**src/dwc_pkg.sv**
```systemverilog
// Bus widths, AXI field types, burst/response/state enums and address helper functions
`default_nettype none

package dwc_pkg;

  // Default data widths of the narrow master and the wide slave
  localparam int unsigned narrow_data_width = 32;
  localparam int unsigned wide_data_width   = 128;

  localparam int unsigned addr_width = 32;
  localparam int unsigned id_width   = 4;

  // Bit index of the modifiable flag in AWCACHE
  localparam int unsigned cache_modifiable = 1;

  typedef logic [addr_width-1:0] addr_t;
  typedef logic [7:0]            len_t;
  typedef logic [2:0]            size_t;

  typedef enum logic [1:0] {
    BURST_FIXED = 2'b00,
    BURST_INCR  = 2'b01,
    BURST_WRAP  = 2'b10
  } burst_e;

  typedef enum logic [1:0] {
    RESP_OKAY   = 2'b00,
    RESP_EXOKAY = 2'b01,
    RESP_SLVERR = 2'b10,
    RESP_DECERR = 2'b11
  } resp_e;

  typedef enum logic [1:0] {
    W_IDLE,
    W_PASSTHROUGH,
    W_INCR_UPSIZE,
    W_ERROR
  } wr_state_e;

  // Clear the address bits below the given beat size
  function automatic addr_t aligned_addr(input addr_t addr, input size_t size);
    return (addr >> size) << size;
  endfunction

  // Address of beat n of an INCR burst
  // Beat 0 keeps the unaligned start address
  function automatic addr_t beat_addr(input addr_t start_addr, input size_t size,
                                      input len_t beat);
    if (beat == '0) begin
      return start_addr;
    end
    return aligned_addr(start_addr, size) + (addr_t'(beat) << size);
  endfunction

endpackage

`default_nettype wire

```
**src/beat_if.sv**
```systemverilog
// Interface carrying the current beat position between counter, packer and FSM
`timescale 1ns/1ps
`default_nettype none

interface beat_if #(
  parameter int unsigned WideDataWidth = dwc_pkg::wide_data_width
) ();
  import dwc_pkg::*;

  // Size of one wide beat, used for word boundary detection
  localparam size_t WideSize = size_t'($clog2(WideDataWidth / 8));

  // Burst load from the FSM
  logic  load;
  addr_t load_addr;
  size_t load_size;
  len_t  load_len;

  // Current beat position
  addr_t addr;
  size_t orig_size;
  len_t  remaining;
  logic  last;
  logic  word_done;
  logic  advance;

  modport ctr (
    input  load, load_addr, load_size, load_len, advance,
    output addr, orig_size, remaining, last, word_done
  );

  modport fsm (
    output load, load_addr, load_size, load_len, advance,
    input  remaining, last, word_done
  );

  modport pk (
    input addr, orig_size, advance
  );

endinterface

`default_nettype wire

```
**src/beat_counter.sv**
```systemverilog
// Remaining-beat counter and narrow address tracker for the burst in flight
`timescale 1ns/1ps
`default_nettype none

module beat_counter (
  input  logic clk_i,
  input  logic rst_ni,
  beat_if.ctr  bif
);
  import dwc_pkg::*;

  addr_t addr_q;
  size_t size_q;
  len_t  remaining_q;
  addr_t next_addr;

  // Following beats start on a size-aligned address
  assign next_addr = beat_addr(addr_q, size_q, len_t'(1));

  always_ff @(posedge clk_i or negedge rst_ni) begin
    if (!rst_ni) begin
      addr_q      <= '0;
      size_q      <= '0;
      remaining_q <= '0;
    end else if (bif.load) begin
      addr_q      <= bif.load_addr;
      size_q      <= bif.load_size;
      remaining_q <= bif.load_len;
    end else if (bif.advance) begin
      addr_q      <= next_addr;
      remaining_q <= remaining_q - len_t'(1);
    end
  end

  assign bif.addr      = addr_q;
  assign bif.orig_size = size_q;
  assign bif.remaining = remaining_q;
  assign bif.last      = (remaining_q == '0);

  // Word is full once the next beat lands in another wide word
  assign bif.word_done = bif.last ||
                         (aligned_addr(next_addr, bif.WideSize) !=
                          aligned_addr(addr_q, bif.WideSize));

endmodule

`default_nettype wire

```
**src/lane_packer.sv**
```systemverilog
// Wide W data and strobe buffer that steers narrow byte lanes into place
`timescale 1ns/1ps
`default_nettype none

module lane_packer #(
  parameter int unsigned NarrowDataWidth = dwc_pkg::narrow_data_width,
  parameter int unsigned WideDataWidth   = dwc_pkg::wide_data_width
) (
  input  logic                         clk_i,
  input  logic                         rst_ni,
  beat_if.pk                           bif,
  input  logic [NarrowDataWidth-1:0]   w_data_i,
  input  logic [NarrowDataWidth/8-1:0] w_strb_i,
  input  logic                         clear_i,
  output logic [WideDataWidth-1:0]     m_w_data_o,
  output logic [WideDataWidth/8-1:0]   m_w_strb_o
);
  import dwc_pkg::*;

  localparam int unsigned NarrowBytes = NarrowDataWidth / 8;
  localparam int unsigned WideBytes   = WideDataWidth / 8;

  logic [WideDataWidth-1:0]   data_q, data_d;
  logic [WideBytes-1:0]       strb_q, strb_d;

  addr_t       beat_base;
  int unsigned wide_off;
  int unsigned narrow_off;
  int unsigned beat_bytes;

  // Lanes of a beat start at its size-aligned address
  assign beat_base  = aligned_addr(bif.addr, bif.orig_size);
  assign wide_off   = beat_base % WideBytes;
  assign narrow_off = beat_base % NarrowBytes;
  assign beat_bytes = 1 << bif.orig_size;

  always_comb begin
    int unsigned src;
    src    = 0;
    data_d = clear_i ? '0 : data_q;
    strb_d = clear_i ? '0 : strb_q;
    if (bif.advance) begin
      for (int unsigned b = 0; b < WideBytes; b++) begin
        src = b - wide_off + narrow_off;
        // Only the lanes covered by this beat are taken
        if ((b >= wide_off) && (b < wide_off + beat_bytes) && (src < NarrowBytes)) begin
          data_d[8*b +: 8] = w_data_i[8*src +: 8];
          strb_d[b]        = w_strb_i[src];
        end
      end
    end
  end

  always_ff @(posedge clk_i or negedge rst_ni) begin
    if (!rst_ni) begin
      strb_q <= '0;
    end else begin
      strb_q <= strb_d;
    end
  end

  always_ff @(posedge clk_i) begin
    data_q <= data_d;
  end

  assign m_w_data_o = data_q;
  assign m_w_strb_o = strb_q;

endmodule

`default_nettype wire

```
**src/wr_upsize_fsm.sv**
```systemverilog
// Write FSM for AW decode, burst conversion, W and AW valid control, B forwarding and error B
`timescale 1ns/1ps
`default_nettype none

module wr_upsize_fsm #(
  parameter int unsigned NarrowDataWidth = dwc_pkg::narrow_data_width,
  parameter int unsigned WideDataWidth   = dwc_pkg::wide_data_width
) (
  input  logic                            clk_i,
  input  logic                            rst_ni,
  beat_if.fsm                             bif,
  // Narrow AW
  input  logic [dwc_pkg::id_width-1:0]    aw_id_i,
  input  dwc_pkg::addr_t                  aw_addr_i,
  input  dwc_pkg::len_t                   aw_len_i,
  input  dwc_pkg::size_t                  aw_size_i,
  input  dwc_pkg::burst_e                 aw_burst_i,
  input  logic [3:0]                      aw_cache_i,
  input  logic                            aw_valid_i,
  output logic                            aw_ready_o,
  // Narrow W control
  input  logic                            w_last_i,
  input  logic                            w_valid_i,
  output logic                            w_ready_o,
  // Narrow B
  output logic [dwc_pkg::id_width-1:0]    b_id_o,
  output dwc_pkg::resp_e                  b_resp_o,
  output logic                            b_valid_o,
  input  logic                            b_ready_i,
  // Wide AW
  output logic [dwc_pkg::id_width-1:0]    m_aw_id_o,
  output dwc_pkg::addr_t                  m_aw_addr_o,
  output dwc_pkg::len_t                   m_aw_len_o,
  output dwc_pkg::size_t                  m_aw_size_o,
  output dwc_pkg::burst_e                 m_aw_burst_o,
  output logic [3:0]                      m_aw_cache_o,
  output logic                            m_aw_valid_o,
  input  logic                            m_aw_ready_i,
  // Wide W control, data comes from the packer
  output logic                            wide_valid_o,
  input  logic                            wide_ready_i,
  output logic                            wide_last_o,
  // Wide B
  input  logic [dwc_pkg::id_width-1:0]    m_b_id_i,
  input  dwc_pkg::resp_e                  m_b_resp_i,
  input  logic                            m_b_valid_i,
  output logic                            m_b_ready_o,
  output logic                            clear_o
);
  import dwc_pkg::*;

  localparam size_t WideSize  = size_t'($clog2(WideDataWidth / 8));
  localparam bit    CanUpsize = WideDataWidth > NarrowDataWidth;

  wr_state_e state_q, state_d;
  logic      aw_valid_q, aw_valid_d;
  logic      wide_valid_q, wide_valid_d;
  logic      wide_last_q, wide_last_d;
  logic      w_done_q, w_done_d;
  logic      err_b_valid_q, err_b_valid_d;

  logic [id_width-1:0] aw_id_q;
  addr_t               aw_addr_q;
  len_t                aw_len_q;
  size_t               aw_size_q;
  burst_e              aw_burst_q;
  logic [3:0]          aw_cache_q;

  logic  aw_accept;
  logic  is_error;
  logic  is_upsize;
  addr_t start_addr;
  addr_t end_addr;
  len_t  wide_len;

  assign aw_ready_o = (state_q == W_IDLE);
  assign aw_accept  = aw_valid_i && aw_ready_o;

  // Multi-beat non-INCR bursts cannot be converted
  assign is_error  = (aw_burst_i != BURST_INCR) && (aw_len_i != '0);
  assign is_upsize = CanUpsize && (aw_burst_i == BURST_INCR) &&
                     aw_cache_i[cache_modifiable] && (aw_len_i != '0);

  // Wide length spans the aligned first and last wide words
  assign start_addr = aligned_addr(aw_addr_i, WideSize);
  assign end_addr   = aligned_addr(beat_addr(aw_addr_i, aw_size_i, aw_len_i), WideSize);
  assign wide_len   = len_t'((end_addr - start_addr) >> WideSize);

  assign bif.load      = aw_accept;
  assign bif.load_addr = aw_addr_i;
  assign bif.load_size = aw_size_i;
  assign bif.load_len  = aw_len_i;
  assign bif.advance   = w_valid_i && w_ready_o;

  always_comb begin
    unique case (state_q)
      W_PASSTHROUGH, W_INCR_UPSIZE:
        w_ready_o = !aw_valid_q && !w_done_q && (!wide_valid_q || wide_ready_i);
      W_ERROR:
        w_ready_o = !err_b_valid_q;
      default:
        w_ready_o = 1'b0;
    endcase
  end

  always_comb begin
    state_d       = state_q;
    aw_valid_d    = aw_valid_q && !m_aw_ready_i;
    wide_valid_d  = wide_valid_q && !wide_ready_i;
    wide_last_d   = wide_last_q;
    w_done_d      = w_done_q;
    err_b_valid_d = err_b_valid_q;
    unique case (state_q)
      W_IDLE: begin
        if (aw_accept) begin
          w_done_d = 1'b0;
          if (is_error) begin
            state_d = W_ERROR;
          end else begin
            aw_valid_d = 1'b1;
            state_d    = is_upsize ? W_INCR_UPSIZE : W_PASSTHROUGH;
          end
        end
      end
      W_PASSTHROUGH, W_INCR_UPSIZE: begin
        if (bif.advance) begin
          w_done_d = bif.last;
          // Passthrough sends every narrow beat as its own wide beat
          if ((state_q == W_PASSTHROUGH) || bif.word_done) begin
            wide_valid_d = 1'b1;
            wide_last_d  = bif.last;
          end
        end
        if (wide_valid_q && wide_ready_i && wide_last_q) begin
          state_d = W_IDLE;
        end
      end
      W_ERROR: begin
        // Stop on WLAST or once the AW length runs out
        if (bif.advance && (w_last_i || (bif.remaining == '0))) begin
          err_b_valid_d = 1'b1;
        end
        if (err_b_valid_q && b_ready_i) begin
          err_b_valid_d = 1'b0;
          state_d       = W_IDLE;
        end
      end
      default: state_d = W_IDLE;
    endcase
  end

  always_ff @(posedge clk_i or negedge rst_ni) begin
    if (!rst_ni) begin
      state_q       <= W_IDLE;
      aw_valid_q    <= 1'b0;
      wide_valid_q  <= 1'b0;
      wide_last_q   <= 1'b0;
      w_done_q      <= 1'b0;
      err_b_valid_q <= 1'b0;
    end else begin
      state_q       <= state_d;
      aw_valid_q    <= aw_valid_d;
      wide_valid_q  <= wide_valid_d;
      wide_last_q   <= wide_last_d;
      w_done_q      <= w_done_d;
      err_b_valid_q <= err_b_valid_d;
    end
  end

  // Wide AW fields, converted bursts go out at full wide size
  always_ff @(posedge clk_i) begin
    if (aw_accept) begin
      aw_id_q    <= aw_id_i;
      aw_addr_q  <= aw_addr_i;
      aw_burst_q <= aw_burst_i;
      aw_cache_q <= aw_cache_i;
      aw_len_q   <= is_upsize ? wide_len : aw_len_i;
      aw_size_q  <= is_upsize ? WideSize : aw_size_i;
    end
  end

  assign m_aw_id_o    = aw_id_q;
  assign m_aw_addr_o  = aw_addr_q;
  assign m_aw_len_o   = aw_len_q;
  assign m_aw_size_o  = aw_size_q;
  assign m_aw_burst_o = aw_burst_q;
  assign m_aw_cache_o = aw_cache_q;
  assign m_aw_valid_o = aw_valid_q;

  assign wide_valid_o = wide_valid_q;
  assign wide_last_o  = wide_last_q;

  // Buffer is emptied on every wide handshake and while idle
  assign clear_o = (wide_valid_q && wide_ready_i) || (state_q == W_IDLE);

  always_comb begin
    if (err_b_valid_q) begin
      b_id_o      = aw_id_q;
      b_resp_o    = RESP_SLVERR;
      b_valid_o   = 1'b1;
      m_b_ready_o = 1'b0;
    end else begin
      b_id_o      = m_b_id_i;
      b_resp_o    = m_b_resp_i;
      b_valid_o   = m_b_valid_i;
      m_b_ready_o = b_ready_i;
    end
  end

endmodule

`default_nettype wire

```
**src/axi_dw_write_upsizer.sv**
```systemverilog
// Top level of the AXI write upsizer joining FSM, beat counter and lane packer
`timescale 1ns/1ps
`default_nettype none

module axi_dw_write_upsizer #(
  parameter int unsigned NarrowDataWidth = dwc_pkg::narrow_data_width,
  parameter int unsigned WideDataWidth   = dwc_pkg::wide_data_width
) (
  input  logic                            clk_i,
  input  logic                            rst_ni,
  // Narrow AW
  input  logic [dwc_pkg::id_width-1:0]    aw_id_i,
  input  dwc_pkg::addr_t                  aw_addr_i,
  input  dwc_pkg::len_t                   aw_len_i,
  input  dwc_pkg::size_t                  aw_size_i,
  input  dwc_pkg::burst_e                 aw_burst_i,
  input  logic [3:0]                      aw_cache_i,
  input  logic                            aw_valid_i,
  output logic                            aw_ready_o,
  // Narrow W
  input  logic [NarrowDataWidth-1:0]      w_data_i,
  input  logic [NarrowDataWidth/8-1:0]    w_strb_i,
  input  logic                            w_last_i,
  input  logic                            w_valid_i,
  output logic                            w_ready_o,
  // Narrow B
  output logic [dwc_pkg::id_width-1:0]    b_id_o,
  output dwc_pkg::resp_e                  b_resp_o,
  output logic                            b_valid_o,
  input  logic                            b_ready_i,
  // Wide AW
  output logic [dwc_pkg::id_width-1:0]    m_aw_id_o,
  output dwc_pkg::addr_t                  m_aw_addr_o,
  output dwc_pkg::len_t                   m_aw_len_o,
  output dwc_pkg::size_t                  m_aw_size_o,
  output dwc_pkg::burst_e                 m_aw_burst_o,
  output logic [3:0]                      m_aw_cache_o,
  output logic                            m_aw_valid_o,
  input  logic                            m_aw_ready_i,
  // Wide W
  output logic [WideDataWidth-1:0]        m_w_data_o,
  output logic [WideDataWidth/8-1:0]      m_w_strb_o,
  output logic                            m_w_last_o,
  output logic                            m_w_valid_o,
  input  logic                            m_w_ready_i,
  // Wide B
  input  logic [dwc_pkg::id_width-1:0]    m_b_id_i,
  input  dwc_pkg::resp_e                  m_b_resp_i,
  input  logic                            m_b_valid_i,
  output logic                            m_b_ready_o
);

  logic clear;

  beat_if #(
    .WideDataWidth(WideDataWidth)
  ) bif ();

  wr_upsize_fsm #(
    .NarrowDataWidth(NarrowDataWidth),
    .WideDataWidth  (WideDataWidth)
  ) i_fsm (
    .clk_i       (clk_i),
    .rst_ni      (rst_ni),
    .bif         (bif.fsm),
    .aw_id_i     (aw_id_i),
    .aw_addr_i   (aw_addr_i),
    .aw_len_i    (aw_len_i),
    .aw_size_i   (aw_size_i),
    .aw_burst_i  (aw_burst_i),
    .aw_cache_i  (aw_cache_i),
    .aw_valid_i  (aw_valid_i),
    .aw_ready_o  (aw_ready_o),
    .w_last_i    (w_last_i),
    .w_valid_i   (w_valid_i),
    .w_ready_o   (w_ready_o),
    .b_id_o      (b_id_o),
    .b_resp_o    (b_resp_o),
    .b_valid_o   (b_valid_o),
    .b_ready_i   (b_ready_i),
    .m_aw_id_o   (m_aw_id_o),
    .m_aw_addr_o (m_aw_addr_o),
    .m_aw_len_o  (m_aw_len_o),
    .m_aw_size_o (m_aw_size_o),
    .m_aw_burst_o(m_aw_burst_o),
    .m_aw_cache_o(m_aw_cache_o),
    .m_aw_valid_o(m_aw_valid_o),
    .m_aw_ready_i(m_aw_ready_i),
    .wide_valid_o(m_w_valid_o),
    .wide_ready_i(m_w_ready_i),
    .wide_last_o (m_w_last_o),
    .m_b_id_i    (m_b_id_i),
    .m_b_resp_i  (m_b_resp_i),
    .m_b_valid_i (m_b_valid_i),
    .m_b_ready_o (m_b_ready_o),
    .clear_o     (clear)
  );

  beat_counter i_counter (
    .clk_i (clk_i),
    .rst_ni(rst_ni),
    .bif   (bif.ctr)
  );

  lane_packer #(
    .NarrowDataWidth(NarrowDataWidth),
    .WideDataWidth  (WideDataWidth)
  ) i_packer (
    .clk_i     (clk_i),
    .rst_ni    (rst_ni),
    .bif       (bif.pk),
    .w_data_i  (w_data_i),
    .w_strb_i  (w_strb_i),
    .clear_i   (clear),
    .m_w_data_o(m_w_data_o),
    .m_w_strb_o(m_w_strb_o)
  );

endmodule

`default_nettype wire

```
**config.mk**
```make
export PLATFORM = sky130hd
export DESIGN_NAME = axi_dw_write_upsizer
export DESIGN_NICKNAME = d
export VERILOG_FILES = /design/src/dwc_pkg.sv /design/src/beat_if.sv /design/src/beat_counter.sv /design/src/lane_packer.sv /design/src/wr_upsize_fsm.sv /design/src/axi_dw_write_upsizer.sv
export SDC_FILE = /design/constraint.sdc
export NUM_CORES = 1
export LEC_CHECK = 0
export BUFFER_PORTS_ARGS = -buffer_cell sky130_fd_sc_hd__buf_2
export CAP_MARGIN = 20
export CORE_MARGIN = 3
export CORE_UTILIZATION = 55
export DETAILED_ROUTE_END_ITERATION = 16
export HOLD_SLACK_MARGIN = 0.15
export PLACE_DENSITY = 0.81
export RECOVER_POWER = 50
export SETUP_SLACK_MARGIN = 0.15
export SLEW_MARGIN = 20
export SYNTH_ARGS = -nofsm -noshare
export SYNTH_HDL_FRONTEND = slang
export SYNTH_SLANG_ARGS = --single-unit
```
**constraint.sdc**
```tcl
create_clock -name clk_i -period 7 [get_ports clk_i]
set_clock_uncertainty 0.1 [all_clocks]
set_input_delay 1.4 -clock clk_i [delete_from_list [all_inputs] [get_ports clk_i]]
set_output_delay 1.4 -clock clk_i [all_outputs]
set_load 0.005 [all_outputs]
```
==> results_dict.tcl <==
set metrics [dict create \
    setup_viol_count_final 0 \
    mostFrequentLayoutCell "nand2_1" \
    p_int_mw 3.994 \
    gp_congestion 0.9269 \
    crit_required_ps 7330 \
    fin_crit_sh_pct 87.02 \
    hp-class "flip-flop to flip-flop" \
    root_buffer "clkbuf_16" \
    clkTransAtPathRegs_ps 60 \
    grt_max_degree 104 \
    insertion_delay_ps 530 \
    final_area_um2 16210 \
    ys_warn_count 0 \
    grt_antenna_before_repair 2 \
    postCtsHoldBufs 0 \
    io_buffers 313 \
    p_leak_nw 6.839 \
    core_area_um2 24460 \
    switchingPower_mw 3.314 \
    yosysTopAreaCellShare_pct 18.63 \
    yosys-top-cells-area "dfxtp_1 (19%), edfxtp_1 (12%), mux2i_1 (10%), ha_1 (9.9%), dfrtp_1 (8.7%)" \
    yosys.area.top_type "dfxtp_1" \
    ios 314 \
    synth_edf_count 53 \
    htree_levels 1 \
    synth_ff_type "dfxtp_1" \
    grt_pass1_vias 11790 \
    viasPerCell 5.872 \
    relSlewSlack_pct -85.64 \
    tightest_slew_ps 2785 \
    min_period_ps 6091 \
    grt_usage_pct 28.73 \
    vdd_drop_max_mv 0.2848 \
    drtAntennaViolNets 0 \
    start_util_pct 56.22 \
    post_cts_resized 0 \
    grt_overflow 0 \
    synth-seq-cells 229 \
    final_cell_mix "nand2_1 (273), clkbuf_1 (167), buf_2 (152)" \
    worstPathMaxFanout 27 \
    final_core_util_pct 66.26 \
    cts_tree "done" \
    dieArea_um2 26940 \
    finalWirelength_um 40530 \
    fin_nets 1948 \
    syn_area_um2 13750 \
    final_max_slew_viol_count 49 \
    num_rows 57 \
    fmax_ghz 0.1642 \
    postCtsSetupRepairBufs 0 \
    cts_max_path_buffers 3 \
    drt_iter0_drc 1304 \
    power_density_nw_per_um2 450.9 \
    path_class "flip-flop to flip-flop" \
    cts.sinks 229 \
    async_flop_share_pct 20.96 \
    syn-num-nets 1683 \
    tns_ps 0 \
    rsz0062_at_grt "false" \
    fin_hold_ws_ps 357.0 \
    outcome "finished with violations" \
    via_count 12210 \
    ys_types 92 \
    grt_pass1_wl_um 62280 \
    synth_cells 1469 \
    violations "max-capacitance violations, max-slew violations" \
    layout-drive-gt1-share_pct 15.92 \
    drc 0 \
    area_growth_pct 17.86 \
    die_x_um 164.1 \
    seqCellArea_um2 5355 \
    dieHeight_um 164.1 \
    dr.pass1.iters 6 \
    share_seq_of_total_power_pct 23.8 \
    switching_share_pct 45.35 \
    numCtsBuffers 25 \
    cp-start-kind "flip-flop" \
    wire_per_inst_um 19.49 \
    arrival_ps 6420 \
    dpl_cell_area_um2 15480 \
    finalHoldViolations 0 \
    p_clk_share_pct 19.6 \
    comb_power_share_pct 56.6 \
    fillers 1998 \
    dp_hpwl_um 30160 \
    avgSynthCellArea_um2 9.361 \
    crit_path_end_kind "flip-flop" \
    ys_seq_area_share_pct 38.94 \
    multi_input_area_um2 7821 \
    drv.max_cap_violation_count 1 \
]
==> worst max-delay path: stages (launching register included) <==
cell and delay [ps]:
dfrtp_1 1040, mux2_2 430, mux4_2 580, a21oi_2 160
buf_4 230, inv_1 60, ha_1 330, xnor2_1 200
a21oi_2 100, o21ai_2 290, o211ai_1 170, ha_1 210
or4b_2 600, nor4_1 230, o311a_1 240, nand4b_1 610
mux2i_1 380
==> cells in the mapped netlist (16+ instances only) <==
master and count:
nand2_1 273, mux2i_1 144, dfxtp_1 128, ha_1 109
nand3_1 63, clkbuf_1 58, inv_1 58, nor2_1 56
o21ai_0 56, edfxtp_1 53, a21oi_1 48, dfrtp_1 48
nand2b_1 33, nor2b_1 21, xnor2_1 20, buf_2 19
mux2_2 16
==> path summary, 6_finish.rpt <==
check                                           start                  endpoint  slack [ps]  cells past startpoint
max                        i_counter.bif.orig_size[0]    i_packer.m_w_strb_o[8]         910                     16
min                          i_packer.m_w_data_o[100]  i_packer.m_w_data_o[100]         360                      2
min reg2reg                  i_packer.m_w_data_o[100]  i_packer.m_w_data_o[100]         360                      2
min in group asynchronous                      rst_ni     i_counter.bif.addr[3]        1750                      2
max in group asynchronous                      rst_ni   i_packer.m_w_strb_o[11]        3460                      2
max reg2reg                i_counter.bif.orig_size[0]    i_packer.m_w_strb_o[8]         910                     16
==> per-layer routing <==
layer	wire length [um]	GRT usage [%]	up-vias
met5	0	0	-
met1	16450	36.55	5825
met2	19130	48.29	566
met3	3656	6.507	102
met4	1295	9.689	0
li1	-	-	5715
==> power groups by stage <==
stage | Combinational [mW] | Clock [mW] | Sequential (mW)
floorplan | 3.08 | 0 | 1.68
global placement | 3.92 | 0 | 1.75
detailed placement | 4.06 | 0 | 1.75
CTS | 4.09 | 1.45 | 1.73
global route | 4.57 | 1.49 | 1.76
finish | 4.14 | 1.43 | 1.74
==> logic make-up (layout without fill, tap and decap cells) <==
logic type,Yosys count,in the layout,synth area share [%]
flops,229,229,38.94
compound gates,220,220,11.05
mux,171,171,13.51
simple gates,549,549,18.93
other cells,0,2,0
fa+ha+maj,110,110,10.06
buf+inv,150,434,4.576
xor+xnor,40,40,2.921
==> through the flow <==
step | setup WS (ps) | power [mW] | std cells
final | 908.8 | 7.308 | 2079
after detailed placement | 1036 | 5.815 | 2030
after CTS | 935.1 | 7.270 | 2076
after floorplan | 1531 | 4.757 | 1469
after global routing | 560.5 | 7.824 | 2079
after global placement | 1180 | 5.665 | 2029
==> cell type report <==
type / count / area share [%]
timing repair buffer: 329 / 9.140
tap: 324 / 2.501
inverter: 59 / 1.366
antenna: 2 / 0.03088
multi-input combinational: 1090 / 48.26
clock inverter: 6 / 0.7411
sequential: 229 / 33.04
clock buffer: 40 / 4.925
==> flip-flops by register name (all words and copies together) (netlist names) <==
| name | count |
|---|---|
| i_packer.m_w_strb_o | 16 |
| i_fsm.m_aw_addr_o | 32 |
| i_counter.bif.addr | 14 |
| i_fsm.m_aw_cache_o | 4 |
| i_fsm.m_aw_valid_o | 1 |
| i_fsm.w_done_q | 1 |
| i_fsm.wide_last_o | 1 |
| i_counter.bif.orig_size | 3 |
| i_fsm.m_aw_size_o | 3 |
| i_fsm.m_aw_burst_o | 2 |
| i_fsm.state_q | 2 |
| i_fsm.m_aw_id_o | 4 |
| i_fsm.wide_valid_o | 1 |
| i_packer.m_w_data_o | 128 |
| i_fsm.err_b_valid_q | 1 |
| i_fsm.m_aw_len_o | 8 |
| i_counter.bif.remaining | 8 |
Power figures use the tool's default switching activity.
